<file path="src/display_pkg.sv">
////////////////////////////////////////////////////////////
// shared types for the framebuffer display core
// pixel formats, the frame memory word, timing strobes and
// the bridge register map, pulled in by wildcard import
////////////////////////////////////////////////////////////

package display_pkg;

    // one stored pixel
    typedef struct packed {
        logic [4:0] red;
        logic [5:0] green;
        logic [4:0] blue;
    } rgb565_t;

    // one pixel as sent to the scaler
    typedef struct packed {
        logic [7:0] red;
        logic [7:0] green;
        logic [7:0] blue;
    } rgb888_t;

    // frame memory word, bridge data or two pixels
    // low half holds the even pixel
    typedef union packed {
        logic [31:0]        raw;
        rgb565_t [1:0]      pix;
    } fb_word_u;

    // timing state handed to the pixel stage
    typedef struct packed {
        logic        de;
        logic        vs;
        logic        hs;
        logic [15:0] vis_x;
        logic [15:0] vis_y;
    } vid_strobe_t;

    // single frame memory write
    typedef struct packed {
        logic        wr;
        logic [23:0] addr;
        fb_word_u    data;
    } fb_wr_t;

    // single line buffer write
    typedef struct packed {
        logic        wr;
        logic [15:0] addr;
        rgb565_t     data;
    } lb_wr_t;

    // bridge register map
    localparam logic [31:0] addr_border = 32'h5000_0000;
    localparam logic [31:0] addr_enable = 32'h5100_0000;

    // debug border colors
    localparam logic [23:0] color_left   = 24'hff_ffff;
    localparam logic [23:0] color_right  = 24'h00_ff00;
    localparam logic [23:0] color_top    = 24'hff_0000;
    localparam logic [23:0] color_bottom = 24'h00_00ff;

endpackage

</file>
<file path="src/video_timing.sv">
////////////////////////////////////////////////////////////
// raster counters for the display core
// makes sync and data enable strobes, the per-line fetch
// pulse with its bank toggle, and line buffer addressing
////////////////////////////////////////////////////////////

module video_timing import display_pkg::*; #(
    parameter int h_bporch = 10,
    parameter int h_active = 320,
    parameter int h_total  = 400,
    parameter int v_bporch = 10,
    parameter int v_active = 288,
    parameter int v_total  = 512
) (
    input  logic        clk_74a,
    input  logic        reset_n,
    output vid_strobe_t strobe,
    output logic        new_frame,
    output logic        next_line,
    output logic        line_sel,
    output logic [15:0] rd_addr
);

    // hsync a few clocks after vsync, not on the same cycle
    localparam logic [15:0] hs_x = 16'd3;

    logic [15:0] x_cnt;
    logic [15:0] y_cnt;
    logic        h_act;
    logic        v_act;
    logic        fetch_row;

    assign h_act = (x_cnt >= 16'(h_bporch)) && (x_cnt < 16'(h_bporch + h_active));
    assign v_act = (y_cnt >= 16'(v_bporch)) && (y_cnt < 16'(v_bporch + v_active));

    // fetch runs one line ahead of each visible line
    assign fetch_row = (y_cnt >= 16'(v_bporch - 1)) &&
                       (y_cnt <= 16'(v_bporch + v_active - 2));

    // decoded from the counters, registered in the pixel stage
    always_comb begin
        strobe.de    = h_act && v_act;
        strobe.vs    = (x_cnt == 16'd0) && (y_cnt == 16'd0);
        strobe.hs    = (x_cnt == hs_x);
        strobe.vis_x = x_cnt - 16'(h_bporch);
        strobe.vis_y = y_cnt - 16'(v_bporch);
    end

    always_ff @(posedge clk_74a or negedge reset_n) begin
        if (!reset_n) begin
            x_cnt     <= 16'd0;
            y_cnt     <= 16'd0;
            new_frame <= 1'b0;
            next_line <= 1'b0;
            line_sel  <= 1'b0;
            rd_addr   <= 16'd0;
        end else begin
            // x wraps at h_total, y steps on the wrap
            if (x_cnt == 16'(h_total - 1)) begin
                x_cnt <= 16'd0;
                y_cnt <= (y_cnt == 16'(v_total - 1)) ? 16'd0 : y_cnt + 16'd1;
            end else begin
                x_cnt <= x_cnt + 16'd1;
            end

            new_frame <= (x_cnt == 16'd0) && (y_cnt == 16'd0);

            // fetch pulse lines up with hsync
            next_line <= 1'b0;
            if ((x_cnt == hs_x) && fetch_row) begin
                next_line <= 1'b1;
                line_sel  <= ~line_sel;
            end

            // one clock early for the registered line buffer read
            if (x_cnt >= 16'(h_bporch - 1)) begin
                rd_addr <= rd_addr + 16'd1;
            end else begin
                rd_addr <= 16'd0;
            end
        end
    end

endmodule
</file>
<file path="config.mk">
export PLATFORM = sky130hd
export DESIGN_NAME = video_timing
export DESIGN_NICKNAME = d
export VERILOG_FILES = /design/src/display_pkg.sv /design/src/video_timing.sv
export SDC_FILE = /design/constraint.sdc
export NUM_CORES = 1
export LEC_CHECK = 0
export BUFFER_PORTS_ARGS = -buffer_cell sky130_fd_sc_hd__buf_2
export CAP_MARGIN = 20
export CORE_MARGIN = 3
export CORE_UTILIZATION = 55
export CTS_CLUSTER_SIZE = 10
export DETAILED_ROUTE_END_ITERATION = 7
export HOLD_SLACK_MARGIN = 0.06
export PLACE_DENSITY = 0.91
export SLEW_MARGIN = 0
export SYNTH_ARGS = -nofsm -noshare
export SYNTH_HDL_FRONTEND = slang
export SYNTH_SLANG_ARGS = --single-unit
</file>
<file path="constraint.sdc">
create_clock -name clk_74a -period 6.6 [get_ports clk_74a]
set_clock_uncertainty 0.1 [all_clocks]
set_input_delay 0.99 -clock clk_74a [delete_from_list [all_inputs] [get_ports clk_74a]]
set_output_delay 0.99 -clock clk_74a [all_outputs]
set_load 0.02 [all_outputs]
</file>
After elaboration in Yosys (flattened, before gate mapping)
Index checks and enable logic that the tools add are counted.

Add/sub/neg operators: 5. Order comparisons: 7. Reductions and logical operators: 8. Eq/ne operators: 3. Muxes and demuxes: 4. Bitwise logic cells: 1.

Operator list (count): 16-bit by 4-bit >= comparator with 1-bit output, second input constant (4); 16-bit by 1-bit adder with 16-bit output, second input constant (3); 16-bit 2-to-1 mux (3); 16-bit by 9-bit equality test with 1-bit output, second input constant (2); 16-bit zero test (2); 16-bit by 9-bit less-than comparator with 1-bit output, second input constant (2); 16-bit by 4-bit subtractor with 16-bit output, second input constant (2); 16-bit by 2-bit equality test with 1-bit output, second input constant (1); 16-bit by 9-bit <= comparator with 1-bit output, second input constant (1); 1-bit logical AND (6); 1-bit 2-to-1 mux (1); 1-bit inverter (1).

Output and inout bits: 54. Input bits: 2. Register bits: 51. Word-level logic and storage cells: 34.

Logic depth before layout (Yosys ltp)
Gate-level depths: netlist (run 1).

Depth after elaboration: 4. Gate-level depth with buffers: 8.

Worst setup path after synthesis (run 1)
No wires, ideal clock.

Path type: register to output. From: register y_cnt[10]. To: output port strobe[34] in the netlist's numbering. Cell stages (with the launch flop): 6. Path slack: 3235 ps. Buffers on the path: 1. Arrival: 2275 ps. Data required time: 5510 ps. Cells stage by stage: dfrtp_1 > buf_6 > or4_4 > or4_4 > or4_1 > a221oi_2.

RTL lines: start, declared (line video_timing.sv:28) `logic [15:0] y_cnt;`; start signal, assigned (line video_timing.sv:61) `y_cnt <= (y_cnt == 16'(v_total - 1)) ? 16'd0 : y_cnt + 16'd1;`; end, declared (line video_timing.sv:17) `output vid_strobe_t strobe,`.

==> results of run 1 <==
==> cell usage in the layout (no fill, tap or decap) <==
| master | synthesis | routed |
|---|---|---|
| sky130_fd_sc_hd__or3_1 | 2 | 2 |
| sky130_fd_sc_hd__ha_1 | 13 | 13 |
| sky130_fd_sc_hd__nand3_1 | 18 | 18 |
| sky130_fd_sc_hd__and3_2 | 1 | 1 |
| sky130_fd_sc_hd__nor3b_1 | 1 | 1 |
| sky130_fd_sc_hd__or4_1 | 2 | 2 |
| sky130_fd_sc_hd__nor2_1 | 54 | 54 |
| sky130_fd_sc_hd__or4_4 | 2 | 2 |
| sky130_fd_sc_hd__dfrtp_1 | 51 | 51 |
| sky130_fd_sc_hd__xor2_1 | 35 | 35 |
| sky130_fd_sc_hd__a221oi_2 | 1 | 1 |
| sky130_fd_sc_hd__nor2b_1 | 5 | 5 |
| sky130_fd_sc_hd__and3_1 | 11 | 11 |
| sky130_fd_sc_hd__a311oi_1 | 1 | 1 |
| sky130_fd_sc_hd__a21oi_1 | 2 | 2 |
| sky130_fd_sc_hd__nand2b_1 | 3 | 3 |
| sky130_fd_sc_hd__nand2_1 | 30 | 30 |
| sky130_fd_sc_hd__nand4_1 | 9 | 9 |
| sky130_fd_sc_hd__a41oi_1 | 1 | 1 |
| sky130_fd_sc_hd__buf_4 | 2 | 3 |
| sky130_fd_sc_hd__clkinvlp_4 | 0 | 1 |
| sky130_fd_sc_hd__xnor2_1 | 31 | 31 |
| sky130_fd_sc_hd__a2111oi_4 | 1 | 1 |
| sky130_fd_sc_hd__and2_1 | 1 | 1 |
| sky130_fd_sc_hd__a211oi_1 | 2 | 2 |
| sky130_fd_sc_hd__bufinv_16 | 0 | 2 |
| sky130_fd_sc_hd__nand3b_1 | 1 | 1 |
| sky130_fd_sc_hd__nor3_1 | 10 | 10 |
| sky130_fd_sc_hd__clkbuf_8 | 0 | 5 |
| sky130_fd_sc_hd__inv_1 | 15 | 15 |
| sky130_fd_sc_hd__nor4_1 | 8 | 8 |
| sky130_fd_sc_hd__buf_2 | 1 | 55 |
| sky130_fd_sc_hd__and4_1 | 4 | 4 |
| sky130_fd_sc_hd__o21ai_0 | 8 | 8 |
| sky130_fd_sc_hd__a21o_1 | 2 | 2 |
==> flip-flops by register name, summed over array words and instances (netlist names) <==
| register | count |
|---|---|
| rd_addr | 16 |
| x_cnt | 16 |
| y_cnt | 16 |
| line_sel | 1 |
| new_frame | 1 |
| next_line | 1 |
==> worst register-to-register path: stages (launching register included) <==
cell and delay, ns:
sky130_fd_sc_hd__dfrtp_1 0.50, sky130_fd_sc_hd__or4_1 0.56, sky130_fd_sc_hd__nor3b_1 0.43, sky130_fd_sc_hd__nand4_1 0.30, sky130_fd_sc_hd__nor2_1 0.36, sky130_fd_sc_hd__nor2_1 0.09
==> layer usage <==
metal	global-route usage [%]	vias up	wire (microns)
met2	36.4	81	3240
met3	3.99	8	350
met5	0	-	0
li1	-	1232	-
met1	26.8	1208	2890
met4	5.41	0	72
==> cell families after synthesis <==
group	Yosys count	synth area share, %
adders and majority gates	13	5.25
and+or+nand+nor	162	25.7
DFF	51	41.2
AOI/OAI and AO/OA	18	4.53
xor gates and xnor gates	66	18.7
buffers and inverters	34	4.65
==> how the worst min path moves through the flow <==
stage / depth (start not counted) / end / slack [ns]
floorplan: 1 / x_cnt[6] / 0.39
global route: 1 / line_sel / 0.43
global placement: 1 / line_sel / 0.37
detailed placement: 1 / line_sel / 0.38
finish: 1 / line_sel / 0.39
CTS: 1 / line_sel / 0.39
==> where the power goes <==
part | switching, mW | total (mW) | leakage, nW | internal [mW]
clock network | 0.109 | 0.260 | 0.0644 | 0.151
logic | 0.00590 | 0.00649 | 0.990 | 0.000594
registers | 0 | 0.312 | 0.689 | 0.312
==> cell type report <==
class                   instances  area, sq um  share of cell area, %
inverters                      15         56.3                   1.60
clock buffers                   5         68.8                   1.95
well taps                      70         87.6                   2.48
clock inverters                 3         67.6                   1.91
repair buffers                 58          298                   8.44
multi-input cells             259         1680                   47.5
flip-flops and latches         51         1280                   36.2
==> stage by stage <==
stage	cell area [sq um]	hold slack [ns]	utilization, %	power, mW	worst slack [ns]
6_report	3530	0.386	67.0	0.578	2.75
5_1_grt	3530	0.434	67.0	0.595	2.67
3_3_place_gp	3390	0.368	64.4	0.325	3.17
4_1_cts	3530	0.389	67.0	0.583	2.78
2_1_floorplan	3100	0.393	-	0.318	3.24
3_5_place_dp	3390	0.375	64.4	0.325	3.13
==> results.toml, run 1 <==
[status]
status = "complete, no violations"

[detailed_routing]
count_of_nets_left_with_antenna_violations_after_detail_routing = 0
initialDrtViolationCount = 168
drt-pass1-iter-count = 5
number_of_design_rule_violations_left_after_detail_routing = 0
routed_via_density = 5.49
vias = 2529
route.final.wire_length_mm = 6.55
wire_per_inst_microns = 14.2

[placed_design]
gp_congestion = 0.860
portBuffers = 55
place.detailed.instances = 453
hpwl_mm = 4.85

[global_routing]
grt_overflow_total = 0
antenna_found_initial = 0
grt_start_max_net_pins = 52
globalRouteTotalUtil_pct = 21.0
grt_pass1_wl_mm = 10.8
via_count_of_the_first_global_routing_pass = 2373

[logic_synthesis]
synth-warning-count = 0
postSynthAreaPerCell_sq_um = 9.00
synthArstFlopShare_pct = 100
yosysSeqAreaShare_pct = 41.2
synth.distinct_cells = 34
synth.largest_area_cell = "sky130_fd_sc_hd__dfrtp_1"
synth-seq-cells = 51
synthMostInstantiatedCell = "sky130_fd_sc_hd__nor2_1"
synth_nets = 359
mappedNetlistArea_sq_um = 3100
number_of_synthesized_flops_with_an_enable_pin = 0
synth_top_cells_by_area = "sky130_fd_sc_hd__dfrtp_1, sky130_fd_sc_hd__xor2_1, sky130_fd_sc_hd__xnor2_1"
synth_ff_type = "sky130_fd_sc_hd__dfrtp_1"
yosys.area.top_type_share_pct = 41.2
netlist_instances = 344
synthTopCellsByCount = "sky130_fd_sc_hd__nor2_1, sky130_fd_sc_hd__dfrtp_1, sky130_fd_sc_hd__xor2_1"

[worst_setup_path]
r2r_setup_slack_ns = 4.15
critical_path.most_common_cell = "sky130_fd_sc_hd__or4_4"
critical_path.endpoint = "strobe[34]"
worst_setup_path_end_kind = "primary output"
worst_setup_path_start_kind = "register"
worstSetupPathDepth = 5
startpoint = "y_cnt[9]"
r2r_end = "y_cnt[5]"
critPathKind = "reg -> out"
worstPathRequired_ns = 5.51
reg2reg_from = "x_cnt[9]"
critPathMaxStageDelay_ns = 0.58
cp_max_fo = 11
worst_reg2reg_path_length_in_cells = 5
cp_slowest_cell = "sky130_fd_sc_hd__or4_4"
timing.critical_path.buf_inv = 1
path_cells = "or4_4 -> or4_4 -> or4_1 -> a221oi_2 -> buf_2"
critical_path_arrival_ns = 2.76
critPathTopFamily = "simple AND/OR/NAND/NOR gates"

[power]
cellLeakagePower_nw = 1.74
power-per-cell-area_nw_per_um2 = 164
peakVddDrop_v = 0.000102

[sta]
report.final.slew_viol_count = 0
rsz_0062_raised_after_global_routing = "no"
clock.fmax_ghz = 0.260
period_share_pct = 58.3
timing_worst_slew_pin_value_ns = 0.644
hold_violations = 0
min_period_ns = 3.85
finalSetupTns_ns = 0
slew-limit-headroom_pct = 57.0
report.final.setup_viol = 0

[cells_and_area]
fillerInstances = 414
antenna_cells = 0
layoutNonFillerInstCount = 461
syn2layout_area_growth_pct = 14.0
final_layout_size_suffix_gt1_share_pct = 18.2
num-nets-final = 405

[die]
area_of_the_die_sq_um = 6560
initial_utilization_pct = 58.7
core_region_area_sq_um = 5270
die-height_microns = 81.0
die_w_microns = 81.0
rows = 26
num_io_pins = 56

[cts]
clockRootBuffer = "sky130_fd_sc_hd__clkbuf_8"
cts.reportedPaths.clkPinSlew_ns = 0.10
clock_tree.htree_level_count = 2
post_cts_buffers = 0
cts_tree = "yes"
inserted_clock_buffers = 5
ctsHoldBuffers = 0
clock-sinks = 51
clk_latency_ns = 0.31
postCtsResizedCells = 0
ctsLongestPathBuffers = 2

[run]
timing.max_cap.violations = 0

[min_path]
hp-class = "reg -> reg"
min-delay-start = "line_sel"
(Power assumes the default switching activity.)
==> run 2, diff against run 1 <==
--- a/config.mk
+++ b/config.mk
@@ -8,11 +8,11 @@
 export BUFFER_PORTS_ARGS = -buffer_cell sky130_fd_sc_hd__buf_2
 export CAP_MARGIN = 20
 export CORE_MARGIN = 3
-export CORE_UTILIZATION = 55
+export CORE_UTILIZATION = 51
 export CTS_CLUSTER_SIZE = 10
 export DETAILED_ROUTE_END_ITERATION = 7
 export HOLD_SLACK_MARGIN = 0.06
-export PLACE_DENSITY = 0.91
+export PLACE_DENSITY = 0.89
 export SLEW_MARGIN = 0
 export SYNTH_ARGS = -nofsm -noshare
 export SYNTH_HDL_FRONTEND = slang
==> constraint.sdc (replaced) <==
create_clock -name clk_74a -period 3.5 [get_ports clk_74a]
set_clock_uncertainty 0.1 [all_clocks]
set_input_delay 0.525 -clock clk_74a [delete_from_list [all_inputs] [get_ports clk_74a]]
set_output_delay 0.525 -clock clk_74a [all_outputs]
set_load 0.02 [all_outputs]
==> results.toml, run 2 (synthesis gave the netlist of run 1 again) <==
[detailed_routing]
routed_via_density = 5.42
drt-pass1-iter-count = 4
wire_per_inst_microns = 14.3
vias = 2514
initialDrtViolationCount = 154
count_of_nets_left_with_antenna_violations_after_detail_routing = 0
route.final.wire_length_mm = 6.61
number_of_design_rule_violations_left_after_detail_routing = 0

[worst_setup_path]
critPathKind = "reg -> out"
r2r_setup_slack_ns = 0.97
critical_path.most_common_cell = "sky130_fd_sc_hd__or4_4"
critical_path_arrival_ns = 2.72
worst_setup_path_end_kind = "primary output"
worst_reg2reg_path_length_in_cells = 7
critical_path.endpoint = "strobe[34]"
worstPathRequired_ns = 2.87
cp_max_fo = 11
r2r_end = "y_cnt[4]"
reg2reg_from = "x_cnt[0]"
cp_slowest_cell = "sky130_fd_sc_hd__or4_4"
path_cells = "or4_4 -> or4_4 -> or4_1 -> a221oi_2 -> buf_2"
startpoint = "y_cnt[9]"
worst_setup_path_start_kind = "register"
critPathMaxStageDelay_ns = 0.58

[power]
power-per-cell-area_nw_per_um2 = 275
clkPwrFrac_pct = 37.7
power.share.combinational_pct = 1.6
net-switching-power_uw = 215
internal_power_uw = 754
switching_share_pct = 22.2
cellLeakagePower_nw = 1.73
seq_power_share_pct = 60.8
peakVddDrop_v = 0.000180

[cells_and_area]
layout_common_cells = "sky130_fd_sc_hd__buf_2, sky130_fd_sc_hd__nor2_1, sky130_fd_sc_hd__dfrtp_1"
multi_input_comb_area_sq_um = 1680
fillerInstances = 465
layoutNonFillerInstCount = 464
ff_latch_area_sq_um = 1280
largest_registers = "rd_addr: 16 flops, x_cnt: 16 flops, y_cnt: 16 flops"
antenna_cells = 0
num-nets-final = 406
layout.cells.most_common = "sky130_fd_sc_hd__buf_2"
fin_util_pct = 62.0
syn2layout_area_growth_pct = 13.6
final_layout_size_suffix_gt1_share_pct = 18.1

[placed_design]
place.detailed.instances = 455
portBuffers = 55
hpwl_mm = 4.95
gp_congestion = 0.868

[die]
num_io_pins = 56
core_region_area_sq_um = 5680
die_w_microns = 83.9
die-height_microns = 83.9
rows = 27
initial_utilization_pct = 54.5
area_of_the_die_sq_um = 7040

[run]
timing.max_cap.violations = 0

[global_routing]
grt_start_max_net_pins = 36
antenna_found_initial = 0
grt_overflow_total = 0
via_count_of_the_first_global_routing_pass = 2411
grt_pass1_wl_mm = 11.4
globalRouteTotalUtil_pct = 19.5

[sta]
report.final.setup_viol = 0
slew-limit-headroom_pct = 54.0
period_share_pct = 95.6
timing_worst_slew_pin_value_ns = 0.684
finalSetupTns_ns = 0
report.final.slew_viol_count = 0
hold_violations = 0
min_period_ns = 3.34
clock.fmax_ghz = 0.299
rsz_0062_raised_after_global_routing = "no"

[cts]
clk_latency_ns = 0.31
clockRootBuffer = "sky130_fd_sc_hd__clkbuf_8"
ctsLongestPathBuffers = 2
post_cts_buffers = 0
cts_tree = "yes"
cts.reportedPaths.clkPinSlew_ns = 0.10
clock-sinks = 51
inserted_clock_buffers = 5
clock_tree.htree_level_count = 2

[status]
status = "complete, no violations"

[min_path]
hp-class = "reg -> reg"
hold_depth = 1
## run 2: changes by cell type in the layout (fill, tap and decap cells not counted)
cell,previous run,this run
sky130_fd_sc_hd__buf_12,0,1
sky130_fd_sc_hd__buf_4,3,2
sky130_fd_sc_hd__bufinv_16,2,0
sky130_fd_sc_hd__clkbuf_8,5,6
sky130_fd_sc_hd__clkinv_4,0,1
sky130_fd_sc_hd__dlygate4sd3_1,0,1
## run 2: worst max-delay path: cells and delay by family, from the launching register on
family,cells,cell delay [ns]
DFF,1,0.50
buffers and inverters,1,0.21
and+or+nand+nor,3,1.49
AOI/OAI and AO/OA,1,0.20
## run 2: area by class of cell
type | instances | share of cell area (%)
clock buffer | 6 | 2.35
tap | 72 | 2.56
sequential | 51 | 36.3
multi-input combinational | 259 | 47.6
inverter | 15 | 1.60
clock inverter | 2 | 0.462
timing repair buffer | 59 | 9.11
## run 2: stage by stage
step	hold WS [ns]	cell area [sq um]	power (mW)	worst slack, ns
after floorplan	0.129	3100	0.601	0.600
after global placement	0.367	3390	0.613	0.536
after detailed placement	0.372	3410	0.616	0.495
after CTS	0.385	3520	0.980	0.137
after global routing	0.414	3520	1.00	0.0440
final	0.385	3520	0.969	0.155
## run 2: how the worst min path moves through the flow
stage               startpoint       end  slack, ns
finish                line_sel  line_sel       0.38
global route          line_sel  line_sel       0.41
CTS                   line_sel  line_sel       0.39
detailed placement    line_sel  line_sel       0.37
global placement      line_sel  line_sel       0.37
floorplan              reset_n  line_sel       0.13
## run 2: power by group through the flow
stage	registers (mW)	clock network (mW)	logic [mW]
6_report	0.589	0.365	0.0151
5_1_grt	0.589	0.396	0.0177
4_1_cts	0.589	0.375	0.0161
3_5_place_dp	0.600	0	0.0152
3_3_place_gp	0.600	0	0.0121
2_1_floorplan	0.601	0	0.000000773
## run 2: repair_timing
action                    CTS  global route
hold buffers                1             0
resized for setup           0             0
hold endpoints to repair   16             0
## run 2: routing by layer
| metal | global-route usage (%) | vias to the layer above | part of all wire (%) |
|---|---|---|---|
| met5 | 0 | - | 0 |
| met4 | 7.89 | 0 | 2.0 |
| met3 | 3.95 | 13 | 4.9 |
| met2 | 31.7 | 76 | 48 |
| met1 | 25.4 | 1187 | 45 |
| li1 | - | 1238 | - |
==> run 3, diff against run 2 <==
--- a/config.mk
+++ b/config.mk
@@ -8,11 +8,11 @@
 export BUFFER_PORTS_ARGS = -buffer_cell sky130_fd_sc_hd__buf_2
 export CAP_MARGIN = 20
 export CORE_MARGIN = 3
-export CORE_UTILIZATION = 51
+export CORE_UTILIZATION = 35
 export CTS_CLUSTER_SIZE = 10
 export DETAILED_ROUTE_END_ITERATION = 7
 export HOLD_SLACK_MARGIN = 0.06
-export PLACE_DENSITY = 0.89
+export PLACE_DENSITY = 0.68
 export SLEW_MARGIN = 0
 export SYNTH_ARGS = -nofsm -noshare
 export SYNTH_HDL_FRONTEND = slang
==> results.toml, run 3 (synthesis gave the netlist of run 1 again) <==
[cts]
clock-sinks = 51
postCtsResizedCells = 0
cts.reportedPaths.clkPinSlew_ns = 0.09
post_cts_buffers = 0
clk_latency_ns = 0.30
clockRootBuffer = "sky130_fd_sc_hd__clkbuf_8"
cts_tree = "yes"
ctsLongestPathBuffers = 2
clock_tree.htree_level_count = 2
ctsHoldBuffers = 0
inserted_clock_buffers = 5

[worst_setup_path]
reg2reg_from = "x_cnt[0]"
worst_reg2reg_path_length_in_cells = 7
r2r_end = "y_cnt[4]"
r2r_setup_slack_ns = 0.92
worstPathRequired_ns = 2.87
critical_path_arrival_ns = 2.78
timing.critical_path.buf_inv = 1
startpoint = "y_cnt[9]"
critPathMaxStageDelay_ns = 0.59
critPathKind = "reg -> out"
cp_slowest_cell = "sky130_fd_sc_hd__or4_4"
critPathTopFamily = "simple AND/OR/NAND/NOR gates"
path_cells = "or4_4 -> or4_4 -> or4_1 -> a221oi_2 -> buf_2"
critical_path.most_common_cell = "sky130_fd_sc_hd__or4_4"
worst_setup_path_end_kind = "primary output"
cp_max_fo = 11
worst_setup_path_start_kind = "register"

[detailed_routing]
routed_via_density = 5.04
vias = 2502
initialDrtViolationCount = 135
number_of_design_rule_violations_left_after_detail_routing = 0
drt-pass1-iter-count = 4
count_of_nets_left_with_antenna_violations_after_detail_routing = 0
wire_per_inst_microns = 14.2
route.final.wire_length_mm = 7.03

[global_routing]
grt_overflow_total = 0
antenna_found_initial = 0
globalRouteTotalUtil_pct = 15.1
grt_start_max_net_pins = 28
grt_pass1_wl_mm = 12.2
via_count_of_the_first_global_routing_pass = 2477

[sta]
timing_worst_slew_pin_value_ns = 0.769
min_period_ns = 3.41
hold_violations = 0
report.final.setup_viol = 0
finalSetupTns_ns = 0
slew-limit-headroom_pct = 48.3
clock.fmax_ghz = 0.293
report.final.slew_viol_count = 0
period_share_pct = 97.3
rsz_0062_raised_after_global_routing = "no"

[placed_design]
place.detailed.instances = 488
portBuffers = 55
gp_congestion = 0.840
detailed_place.area_sq_um = 3440
hpwl_mm = 5.32

[die]
num_io_pins = 56
die-height_microns = 100
area_of_the_die_sq_um = 10000
initial_utilization_pct = 36.9
core_region_area_sq_um = 8380
rows = 33
die_w_microns = 100

[cells_and_area]
layout.cells.most_common = "sky130_fd_sc_hd__buf_2"
fillerInstances = 836
fin_util_pct = 42.3
layout_common_cells = "sky130_fd_sc_hd__buf_2, sky130_fd_sc_hd__nor2_1, sky130_fd_sc_hd__dfrtp_1"
layoutNonFillerInstCount = 496
syn2layout_area_growth_pct = 14.4
post-route-cell-area_sq_um = 3540
final_layout_size_suffix_gt1_share_pct = 18.2
num-nets-final = 405
largest_registers = "rd_addr: 16 flops, x_cnt: 16 flops, y_cnt: 16 flops"
antenna_cells = 0

[power]
peakVddDrop_v = 0.000147
cellLeakagePower_nw = 1.73
power-per-cell-area_nw_per_um2 = 274

[min_path]
hp-class = "in -> async"

[status]
status = "complete, no violations"

[run]
timing.max_cap.violations = 0
run 3: cell types whose count changed in the layout (fill, tap and decap cells not counted), sizes merged:
cell,change
clkbuf,+2
clkinv,-1
dlygate4sd3,-1
clkinvlp,-1
run 3: worst max path at each step:
stage / endpoint / slack [ns] / cells after the start
6_report: strobe[34] / 0.09 / 5
5_1_grt: strobe[34] / 0.02 / 5
4_1_cts: strobe[34] / 0.11 / 5
3_3_place_gp: strobe[34] / 0.49 / 5
3_5_place_dp: strobe[34] / 0.46 / 5
2_1_floorplan: strobe[34] / 0.60 / 5
run 3: power breakdown:
group	internal, mW	switching [mW]	total (mW)
Clock	0.181	0.188	0.369
Combinational	0.00111	0.0117	0.0128
Sequential	0.589	0	0.589
Total	0.770	0.200	0.970
run 3: cell type report:
class | instances | area (sq um) | share of cell area [%]
Multi-Input combinational cell | 259 | 1680 | 47.4
Sequential cell | 51 | 1280 | 36.0
Timing Repair Buffer | 58 | 298 | 8.41
Tap cell | 105 | 131 | 3.71
Clock buffer | 8 | 100 | 2.83
Inverter | 15 | 56.3 | 1.59
run 3: metal layers:
layer / vias to the layer above / track usage, % / part of all wire [%] / wire length, microns
li1: 1227 / - / - / -
met1: 1196 / 22.3 / 48 / 3370
met2: 72 / 22.7 / 45 / 3180
met3: 7 / 2.71 / 5.7 / 401
met4: 0 / 4.15 / 1.1 / 78
met5: - / 0 / 0 / 0
run 3: per-stage QoR:
step / worst slack, ns / power, mW / hold WS (ns)
final: 0.0928 / 0.970 / 0.131
after floorplan: 0.600 / 0.601 / 0.129
after global routing: 0.0203 / 1.01 / 0.160
after CTS: 0.106 / 0.987 / 0.145
after detailed placement: 0.455 / 0.614 / 0.363
after global placement: 0.487 / 0.614 / 0.357
